--- config.mk ---
export PLATFORM = sky130hd
export DESIGN_NAME = hyper_ctrl_top
export DESIGN_NICKNAME = d
export VERILOG_FILES = /design/src/hyper_ctrl_pkg.sv /design/src/hyper_cmd_decode.sv /design/src/hyper_ctrl_top.sv /design/src/hyper_phy_execute.sv /design/src/hyper_read_result.sv
export VERILOG_INCLUDE_DIRS = /design/src
export SDC_FILE = /design/constraint.sdc
export NUM_CORES = 1
export LEC_CHECK = 0
export BUFFER_PORTS_ARGS = -buffer_cell sky130_fd_sc_hd__clkbuf_2
export CELL_PAD_IN_SITES_DETAIL_PLACEMENT = 1
export CELL_PAD_IN_SITES_GLOBAL_PLACEMENT = 1
export CORE_UTILIZATION = 40
export CTS_BUF_LIST = sky130_fd_sc_hd__clkbuf_8
export DETAILED_ROUTE_END_ITERATION = 6
export GPL_ROUTABILITY_DRIVEN = 1
export GPL_TIMING_DRIVEN = 0
export PLACE_DENSITY_LB_ADDON = 0.1
export SLEW_MARGIN = 30
export SYNTH_ARGS = -nofsm -noshare
export SYNTH_HDL_FRONTEND = slang
export SYNTH_SLANG_ARGS = --single-unit
--- constraint.sdc ---
create_clock -name sys_clk -period 2.5 [get_ports sys_clk]
set_input_delay 0.25 -clock sys_clk [delete_from_list [all_inputs] [get_ports sys_clk]]
set_output_delay 0.25 -clock sys_clk [all_outputs]
set_load 0.1 [all_outputs]
--- src/hyper_ctrl_macros.svh ---
// Build constants for the single-chip HyperBus controller
// Latency is fixed. RWDS-signalled doubling is not supported

`ifndef HYPER_CTRL_MACROS_SVH
`define HYPER_CTRL_MACROS_SVH

// Word address width of a request
`define HYPER_ADDR_W 32

// One 16-bit word per transaction
`define HYPER_DATA_W 16

// Command/address bytes sent before latency
`define HYPER_CA_BYTES 6

// sys_clk cycles from last CA byte to first data byte
`define HYPER_LATENCY 6

`endif

--- src/hyper_ctrl_pkg.sv ---
// Types shared by the controller stages
// The CA layout assumes a 32-bit word address and memory space only

`include "hyper_ctrl_macros.svh"

package hyper_ctrl_pkg;

    typedef struct packed {
        logic                     write;
        logic [`HYPER_ADDR_W-1:0] addr;
        logic [`HYPER_DATA_W-1:0] wdata;
    } req_t;

    typedef struct packed {
        logic                     write;
        logic [`HYPER_DATA_W-1:0] rdata;
        logic                     error;
    } rsp_t;

    // HyperBus CA word as transmitted
    typedef struct packed {
        logic                     rw_n;
        logic                     addr_space;
        logic                     burst_linear;
        logic [`HYPER_ADDR_W-4:0] addr_hi;
        logic [12:0]              reserved;
        logic [2:0]               addr_lo;
    } ca_fields_t;

    // Byte 0 is the first byte on DQ
    typedef union packed {
        ca_fields_t                          fields;
        logic [0:`HYPER_CA_BYTES-1][7:0]     bytes;
    } ca_word_u;

    typedef struct packed {
        ca_word_u                 ca;
        logic                     write;
        logic [`HYPER_DATA_W-1:0] wdata;
    } cmd_t;

    typedef struct packed {
        logic [`HYPER_DATA_W-1:0] data;
        logic                     rwds_seen;
    } rd_capture_t;

endpackage

--- src/hyper_cmd_decode.sv ---
`timescale 1ns/1ps
// Accepts one request strobe while the bus is idle and builds its CA word
// A strobe seen while busy_i is high is dropped without notice

`include "hyper_ctrl_macros.svh"

module hyper_cmd_decode (
    input  logic                 sys_clk,
    input  logic                 reset_i,
    input  logic                 req_valid_i,
    input  hyper_ctrl_pkg::req_t req_i,
    input  logic                 busy_i,
    output logic                 cmd_valid_o,
    output hyper_ctrl_pkg::cmd_t cmd_o
);

    hyper_ctrl_pkg::ca_word_u ca;
    logic                     accept;

    assign accept = req_valid_i & ~busy_i;

    // Memory space, linear burst, reserved bits zero
    always_comb begin
        ca.fields = '{
            rw_n:         ~req_i.write,
            addr_space:   1'b0,
            burst_linear: 1'b1,
            addr_hi:      req_i.addr[`HYPER_ADDR_W-1:3],
            reserved:     13'h0,
            addr_lo:      req_i.addr[2:0]
        };
    end

    always_ff @(posedge sys_clk) begin
        if (reset_i) begin
            cmd_valid_o <= 1'b0;
        end else begin
            cmd_valid_o <= accept;
        end
    end

    always_ff @(posedge sys_clk) begin
        if (accept) begin
            cmd_o.ca    <= ca;
            cmd_o.write <= req_i.write;
            cmd_o.wdata <= req_i.wdata;
        end
    end

endmodule

--- src/hyper_ctrl_top.sv ---
`timescale 1ns/1ps
// Single-chip HyperBus controller with split DQ and RWDS pins
// Pad tristates live outside. Response follows an accepted strobe by 17 cycles

module hyper_ctrl_top (
    input  logic                 sys_clk,
    input  logic                 reset_i,
    input  logic                 req_valid_i,
    input  hyper_ctrl_pkg::req_t req_i,
    output logic                 busy_o,
    output logic                 rsp_valid_o,
    output hyper_ctrl_pkg::rsp_t rsp_o,
    output logic                 cs_n_o,
    output logic                 ck_o,
    output logic [7:0]           dq_o,
    output logic                 dq_oe_o,
    input  logic [7:0]           dq_i,
    output logic                 rwds_o,
    output logic                 rwds_oe_o,
    input  logic                 rwds_i
);

    logic                        cmd_valid;
    hyper_ctrl_pkg::cmd_t        cmd;
    logic                        cap_valid;
    hyper_ctrl_pkg::rd_capture_t cap;
    logic                        wr_done;

    hyper_cmd_decode u_decode (
        .sys_clk     (sys_clk),
        .reset_i     (reset_i),
        .req_valid_i (req_valid_i),
        .req_i       (req_i),
        .busy_i      (busy_o),
        .cmd_valid_o (cmd_valid),
        .cmd_o       (cmd)
    );

    hyper_phy_execute u_execute (
        .sys_clk     (sys_clk),
        .reset_i     (reset_i),
        .cmd_valid_i (cmd_valid),
        .cmd_i       (cmd),
        .busy_o      (busy_o),
        .cs_n_o      (cs_n_o),
        .ck_o        (ck_o),
        .dq_o        (dq_o),
        .dq_oe_o     (dq_oe_o),
        .dq_i        (dq_i),
        .rwds_o      (rwds_o),
        .rwds_oe_o   (rwds_oe_o),
        .rwds_i      (rwds_i),
        .cap_valid_o (cap_valid),
        .cap_o       (cap),
        .wr_done_o   (wr_done)
    );

    hyper_read_result u_result (
        .sys_clk     (sys_clk),
        .reset_i     (reset_i),
        .cap_valid_i (cap_valid),
        .cap_i       (cap),
        .wr_done_i   (wr_done),
        .rsp_valid_o (rsp_valid_o),
        .rsp_o       (rsp_o)
    );

endmodule

--- src/hyper_phy_execute.sv ---
`timescale 1ns/1ps
// Drives the HyperBus pins for one word per transaction
// Each DQ byte takes one sys_clk cycle and CK toggles every cycle while CS is low
// RWDS is only checked for toggling on reads and is held low on writes

`include "hyper_ctrl_macros.svh"

module hyper_phy_execute (
    input  logic                        sys_clk,
    input  logic                        reset_i,
    input  logic                        cmd_valid_i,
    input  hyper_ctrl_pkg::cmd_t        cmd_i,
    output logic                        busy_o,
    output logic                        cs_n_o,
    output logic                        ck_o,
    output logic [7:0]                  dq_o,
    output logic                        dq_oe_o,
    input  logic [7:0]                  dq_i,
    output logic                        rwds_o,
    output logic                        rwds_oe_o,
    input  logic                        rwds_i,
    output logic                        cap_valid_o,
    output hyper_ctrl_pkg::rd_capture_t cap_o,
    output logic                        wr_done_o
);

    localparam int CNT_MAX = (`HYPER_CA_BYTES > `HYPER_LATENCY) ?
                             `HYPER_CA_BYTES : `HYPER_LATENCY;
    localparam int CNT_W = $clog2(CNT_MAX);
    localparam logic [CNT_W-1:0] CA_LAST   = CNT_W'(`HYPER_CA_BYTES - 1);
    localparam logic [CNT_W-1:0] LAT_LAST  = CNT_W'(`HYPER_LATENCY - 1);
    localparam logic [CNT_W-1:0] DATA_LAST = CNT_W'(`HYPER_DATA_W / 8 - 1);

    typedef enum logic [2:0] {
        S_IDLE,
        S_CA,
        S_LAT,
        S_DATA,
        S_FIN
    } state_t;

    state_t                   state;
    logic [CNT_W-1:0]         cnt;
    hyper_ctrl_pkg::ca_word_u ca_sr;
    logic                     is_write;
    logic [`HYPER_DATA_W-1:0] wdata_sr;
    logic [`HYPER_DATA_W-1:0] rd_data;
    logic                     rwds_q;
    logic                     rwds_seen;
    logic                     rwds_changed;

    assign rwds_changed = rwds_i ^ rwds_q;

    assign busy_o      = cmd_valid_i | (state != S_IDLE);
    assign rwds_o      = 1'b0;
    assign cap_valid_o = (state == S_FIN) & ~is_write;
    assign wr_done_o   = (state == S_FIN) & is_write;
    assign cap_o.data      = rd_data;
    assign cap_o.rwds_seen = rwds_seen;

    always_ff @(posedge sys_clk) begin
        if (reset_i) begin
            state     <= S_IDLE;
            cnt       <= '0;
            cs_n_o    <= 1'b1;
            ck_o      <= 1'b0;
            dq_oe_o   <= 1'b0;
            rwds_oe_o <= 1'b0;
        end else begin
            cnt <= cnt + 1'b1;
            case (state)
                S_IDLE: begin
                    cnt  <= '0;
                    ck_o <= 1'b0;
                    if (cmd_valid_i) begin
                        state   <= S_CA;
                        cs_n_o  <= 1'b0;
                        dq_oe_o <= 1'b1;
                    end
                end
                S_CA: begin
                    ck_o <= ~ck_o;
                    if (cnt == CA_LAST) begin
                        state   <= S_LAT;
                        cnt     <= '0;
                        dq_oe_o <= 1'b0;
                    end
                end
                S_LAT: begin
                    ck_o <= ~ck_o;
                    if (cnt == LAT_LAST) begin
                        state     <= S_DATA;
                        cnt       <= '0;
                        dq_oe_o   <= is_write;
                        rwds_oe_o <= is_write;
                    end
                end
                S_DATA: begin
                    ck_o <= ~ck_o;
                    if (cnt == DATA_LAST) begin
                        state     <= S_FIN;
                        cs_n_o    <= 1'b1;
                        ck_o      <= 1'b0;
                        dq_oe_o   <= 1'b0;
                        rwds_oe_o <= 1'b0;
                    end
                end
                default: begin
                    state <= S_IDLE;
                    cnt   <= '0;
                end
            endcase
        end
    end

    // Shift registers for CA, write data and read capture
    always_ff @(posedge sys_clk) begin
        rwds_q <= rwds_i;
        case (state)
            S_IDLE: begin
                if (cmd_valid_i) begin
                    ca_sr    <= cmd_i.ca;
                    dq_o     <= cmd_i.ca.bytes[0];
                    is_write <= cmd_i.write;
                    wdata_sr <= cmd_i.wdata;
                end
            end
            S_CA: begin
                ca_sr.bytes <= {ca_sr.bytes[1:`HYPER_CA_BYTES-1], 8'h00};
                dq_o        <= ca_sr.bytes[1];
            end
            S_LAT: begin
                // High byte goes first
                dq_o <= wdata_sr[`HYPER_DATA_W-1 -: 8];
            end
            S_DATA: begin
                wdata_sr <= {wdata_sr[`HYPER_DATA_W-9:0], 8'h00};
                dq_o     <= wdata_sr[`HYPER_DATA_W-9 -: 8];
                rd_data  <= {rd_data[`HYPER_DATA_W-9:0], dq_i};
                if (cnt == '0) begin
                    rwds_seen <= rwds_changed;
                end else begin
                    rwds_seen <= rwds_seen & rwds_changed;
                end
            end
            default: begin
                dq_o <= 8'h00;
            end
        endcase
    end

endmodule

--- src/hyper_read_result.sv ---
`timescale 1ns/1ps
// Turns a finished bus transaction into a one-cycle response
// A read without RWDS toggling on every byte is flagged as an error

module hyper_read_result (
    input  logic                        sys_clk,
    input  logic                        reset_i,
    input  logic                        cap_valid_i,
    input  hyper_ctrl_pkg::rd_capture_t cap_i,
    input  logic                        wr_done_i,
    output logic                        rsp_valid_o,
    output hyper_ctrl_pkg::rsp_t        rsp_o
);

    always_ff @(posedge sys_clk) begin
        if (reset_i) begin
            rsp_valid_o <= 1'b0;
        end else begin
            rsp_valid_o <= cap_valid_i | wr_done_i;
        end
    end

    always_ff @(posedge sys_clk) begin
        if (cap_valid_i) begin
            rsp_o.write <= 1'b0;
            rsp_o.rdata <= cap_i.data;
            rsp_o.error <= ~cap_i.rwds_seen;
        end else if (wr_done_i) begin
            // Writes carry no data back
            rsp_o.write <= 1'b1;
            rsp_o.rdata <= '0;
            rsp_o.error <= 1'b0;
        end
    end

endmodule

---- Word-level counts from Yosys, hierarchy flattened ----
Index checks and enable logic that the tools add are counted.
Widths: inputs -> output; s select.
operators by class
  eq/ne operators ......................... 10
  reductions and logical operators ........ 17
  add/sub/neg operators ................... 1
  multiplexer cells ....................... 27
  bitwise operators ....................... 12
operators with widths
  kind                number
  $pmux 40 s2         1
  $mux 40             1
  $mux 17             2
  $pmux 16 s2         1
  $pmux 8 s4          1
  $mux 16             1
  $mux 3              5
  $pmux 3 s4          1
  $mux 1              8
  $mux 8              1
  $reduce_bool 2->1   4
  $eq 3x1->1 const B  2
  $eq 3x2->1 const B  2
  $eq 3x3->1 const B  2
  $logic_not 3->1     2
  $ne 2x1->1 const B  3
  $pmux 3 s2          1
  $reduce_and 2->1    3
  $reduce_and 3->1    2
  $reduce_bool 3->1   2
  $not 1->1           5
  $reduce_and 5->1    1
  $and 1x1->1         4
  $pmux 1 s2          2
  9 further kinds     10
word-level totals
  register bits ........................... 163
  bits of input ports ..................... 61
  output and inout bits ................... 33
  word-level logic and storage cells ...... 88

---- Depth between registers and ports, before layout ----
  depth after elaboration ................. 4
  depth in mapped cells ................... 6
  gate-level depth less buffers ........... 6

---- Hierarchy ----
A second synthesis with hierarchy kept.
unflattened totals
  cell total of the unflattened synthesis .. 351
  area total of the unflattened synthesis .. 6301.0 um^2
modules (own cells, without submodules)
  module             seq. area each (um^2)  area an instance (um^2)  instances  cells an instance
  hyper_phy_execute  2682.6                 3918.8                   1          239
  hyper_cmd_decode   1521.5                 1664.1                   1          71
  hyper_read_result  550.5                  718.2                    1          41

---- Worst setup path after synthesis ----
OpenSTA, ideal clock, no wires.
  path kind ............................... register to register
  from .................................... register u_execute.state[1]
  to ...................................... register u_decode.cmd_o[0] (netlist name), enable pin
  arrival ................................. 2052 ps
  data required time ...................... 2087 ps
  stages on the path, launching flop included .. 4
  path slack .............................. 34 ps
  period minus slack after synthesis ...... 2466 ps
  path buffers ............................ 1
  library setup time ...................... 413 ps
  cells stage by stage .................... dfxtp_1 buf_4 nor4_1 and2_1
on the way
  longest elaborated chain between the ends .. 4
RTL lines
  what                       line                     text
  from (decl)                hyper_phy_execute.sv:42  state_t state;
  from (signal assigned)     hyper_phy_execute.sv:63  state <= S_IDLE;
  from (signal assigned)     hyper_phy_execute.sv:76  state <= S_CA;
  from (signal assigned)     hyper_phy_execute.sv:84  state <= S_LAT;
  $reduce_bool 3->1          hyper_phy_execute.sv:54  assign busy_o = cmd_valid_i | (state != S_IDLE);
  $or 1x1->1                 hyper_phy_execute.sv:54
  $not 1->1                  hyper_cmd_decode.sv:20   assign accept = req_valid_i & ~busy_i;
  $and 1x1->1                hyper_cmd_decode.sv:20
  named net u_decode.accept  hyper_cmd_decode.sv:18   logic accept;
  to (decl)                  hyper_cmd_decode.sv:14   output hyper_ctrl_pkg::cmd_t cmd_o
The timed path passes the listed nets, and every way through them passes these cells.
A chain may end at the register's enable or synchronous reset.

---- Worst setup path after layout ----
  from .................................... register u_execute.state[0]
  to ...................................... register u_execute.ca_sr[32] (netlist name), enable pin
on the way
  longest elaborated chain between the ends .. 3
  elaborated cells on any way between the ends .. 5
  classes of those cells .................. eq/ne: 2; reduce/logical: 3
RTL lines
  what                                                                     line                      text
  $eq 3x1->1 / $logic_not 3->1 (equally long branches)                     hyper_phy_execute.sv:119  case (state)
  $reduce_bool 2->1 (no source line) / $ne 2x2->1 (equally long branches)  -
  $reduce_and 2->1 (no source line) *                                      -
  to (signal assigned)                                                     hyper_phy_execute.sv:122  ca_sr <= cmd_i.ca;
  to (decl)                                                                hyper_phy_execute.sv:44   hyper_ctrl_pkg::ca_word_u ca_sr;
Every way passes the cells marked *; elsewhere a longest branch is shown, timed or not.

==> flow_summary_export.csv <==
group,metric,value,unit
final_layout,multi_input_area,1120,um^2
synth,yosys.cell_types.count,36,
grt,antenna_found_initial,0,
timing,post-route-period-util,93.1,%
synth,syn_avg_cell_area,18.0,um^2
min_path,hold_depth,3,
final_layout,finalNonFillerCells,678,
synth,syn_nets,380,
clock_network,clock_latency,0.44,ns
placement,dp_hpwl,6650,um
status,status,"finished clean",
die,die_w,121,um
placement,globalplace.congestion,0.778,
timing,setup_viol,0,
synth,synth-seq-cells,153,
synth,synth_top_area_cell,"edfxtp_1",
power,p_total,5.47,mW
drt,drc_errors,0,
drt,finalWirelength,10600,um
critical_path,ff2ff_path_depth,3,
timing,rsz0062_at_grt,"no",
final_layout,nNetsFinal,549,
critical_path,cp-end-kind,"flip-flop",
timing,finalHoldViolCount,0,
timing,relSlewSlack,51.0,%
final_layout,seqCellArea,4450,um^2
drt,drt-wirelength-per-cell,15.6,um
synth,ys_top_cells_by_area,"edfxtp_1 (73%), mux2_2 (5.5%), dfxtp_1 (4.9%)",
synth,synth_area,5700,um^2
synth,synth_ff_type,"edfxtp_1",
synth,ys_async_sr_fraction,0,%
grt,grt.total_usage,15.8,%
min_path,hp-class,"input pin to flip-flop",
synth,seq_area_frac_synth,78.2,%
die,die_area,14700,um^2
placement,dp_cells,588,
critical_path,critPathKind,"flip-flop to flip-flop",
timing,holdWs,0.196,ns
die,rows,43,
final_layout,drive_above_1_share,33.1,%
power,ir_worst_vdd,0.343,mV
timing,fin_worst_skew,0.00983,ns
drt,ant_nets,0,
drt,dr.pass1.iters,4,
job,maxCapViolations,0,
die,initial_core_util,41.0,%
clock_network,cts_setup_buffers,0,
timing,tightest_slew,0.735,ns
synth,synth_top_area_share,73.3,%
power,pwr-share-seq,55.9,%
power,power.switching,1.27,mW
drt,num_vias,3131,
critical_path,start_kind,"flip-flop",
final_layout,n_antenna_cell,0,
synth,synth-warning-count,0,
critical_path,required,2.57,ns
final_layout,area_delta_synth_final,29.3,%
clock_network,cts.clk_slew.worst_paths,0.07,ns
die,dieHeight,121,um
synth,synth-edff-count,139,
clock_network,root_buffer,"clkbuf_8",
power,internal_power,4.20,mW
timing,fin_crit,2.33,ns
die,core_region_area,13900,um^2
power,p_sw_share,23.3,%
clock_network,clockBufferDepth,2,
critical_path,worstPathArrival,2.40,ns
final_layout,n_fill_cell,1366,
grt,grt_pass1_wl,16800,um
timing,maxClockFrequency,0.429,GHz
power,power_frac_clock,32.9,%
grt,grt_max_degree,51,
power,p_comb_share,11.2,%
clock_network,cts_tree,"done",
synth,synthCells,316,
clock_network,cts_buffers,17,
drt,via_per_inst,4.62,
timing,report.final.slew_viol_count,0,
drt,drt-initial-drc-count,100,
grt,grt_pass1_vias,3347,
grt,grt_overflow,0,
die,ios,94,
clock_network,cts_sinks,153,
power,p_leak,2.82,nW
placement,port-buffer-count,91,
clock_network,ctsHtreeMaxLevel,4,
power,p_per_area,743,nW/um^2
critical_path,path_max_fanout,30,
final timing paths:
path / from / endpoint / slack, ns
min reg2reg: u_decode.cmd_o[16] / u_execute.is_write / 0.42
max: u_execute.state[0] / u_execute.ca_sr[32] / 0.17
max reg2reg: u_execute.state[0] / u_execute.ca_sr[32] / 0.17
min: req_valid_i / u_decode.cmd_valid_o / 0.20
critical path: stages, from the launching register on:
cell and delay, ns:
dfxtp_1 0.44, nor3b_2 0.40, clkbuf_1 0.41, nand2b_2 0.70
metrics by stage:
| step | util (%) | worst slack [ns] | cell area [um^2] | TNS [ns] |
|---|---|---|---|---|
| floorplan | - | 0.0344 | 5700 | 0 |
| global placement | 45.9 | -0.608 | 6380 | -39.73 |
| detailed placement | 46.2 | 0.136 | 6410 | 0 |
| CTS | 53.1 | 0.125 | 7360 | 0 |
| global route | 53.1 | 0.0134 | 7360 | 0 |
| finish | 53.1 | 0.172 | 7360 | 0 |
per-layer routing:
metal  vias up  wire [um]  GRT usage, %
li1       1508          -             -
met3        21        402          4.32
met4         0        258          8.87
met1      1525       4680          19.1
met2        77       5250          25.7
met5         -          0             0
power by group through the flow:
stage | registers [mW] | logic [mW] | clock network, mW
6_report | 3.06 | 0.612 | 1.80
2_1_floorplan | 3.24 | 0.260 | 0
3_3_place_gp | 3.12 | 0.520 | 0
3_5_place_dp | 3.12 | 0.546 | 0
4_1_cts | 3.06 | 0.619 | 1.86
5_1_grt | 3.07 | 0.660 | 1.96
logic make-up after synthesis:
group                      Yosys count  share of synthesized area, %
buffers and inverters               24                          2.20
muxes                               37                          8.50
DFF                                153                          78.2
AOI/OAI and AO/OA                   12                          1.38
other                                1                        0.0658
adders and majority gates            4                         0.835
xor gates and xnor gates             4                         0.615
and+or+nand+nor                     81                          8.19
layout by cell type (no fill, tap or decap), drive strengths merged, types with 2 or more instances in the layout:
cell         Yosys  final
nor2            13     13
bufinv           0      3
a211oi           2      2
xnor2            3      3
edfxtp         139    139
clkinv           0     10
and4b            2      2
a21oi            6      6
nand2            8      8
inv             10     12
nor3b            4      4
nor4             2      2
nand3            2      2
nor3             4      4
and2            34     34
buf             11     12
dfxtp           14     14
dlygate4sd3      0     58
mux4             6      6
nor2b           10     10
mux2i            3      3
mux2            28     28
ha               3      3
clkbuf           3    111
cells in the mapped netlist (4+ instances only):
cell type  instances
and2_1            34
nor3_1             4
mux2_2            28
buf_2              4
nand2_1            8
nor2_1            12
nor2b_1           10
a21oi_1            6
dfxtp_1           14
buf_4              4
inv_1             10
edfxtp_1         139
mux4_2             5
flip-flops by register name, indices dropped and copies added, names as in the netlist:
| signal | cells |
|---|---|
| u_decode.cmd_o | 50 |
| u_execute.ca_sr | 30 |
| u_result.rsp_o | 18 |
| u_execute.rd_data | 16 |
| u_execute.wdata_sr | 16 |
| u_execute.dq_o | 8 |
| u_execute.cnt | 3 |
| u_execute.state | 3 |
| u_decode.cmd_valid_o | 1 |
| u_execute.ck_o | 1 |
| u_execute.cs_n_o | 1 |
| u_execute.dq_oe_o | 1 |
| u_execute.is_write | 1 |
| u_execute.rwds_oe_o | 1 |
| u_execute.rwds_q | 1 |
| u_execute.rwds_seen | 1 |
| u_result.rsp_valid_o | 1 |
area by class of cell:
cell class	instances	area share, %
repair buffers	150	14.4
flip-flops and latches	153	60.5
plain buffers	14	1.19
inverters	10	0.510
well taps	180	3.06
multi-input cells	139	15.2
clock buffers	17	3.18
clock inverters	15	1.92
what timing repair did:
item | in CTS | in global routing
endpoints found under the hold margin | 58 | 0
gates resized for setup | 0 | 0
hold buffers | 58 | 0
Power figures use the tool's default switching activity.
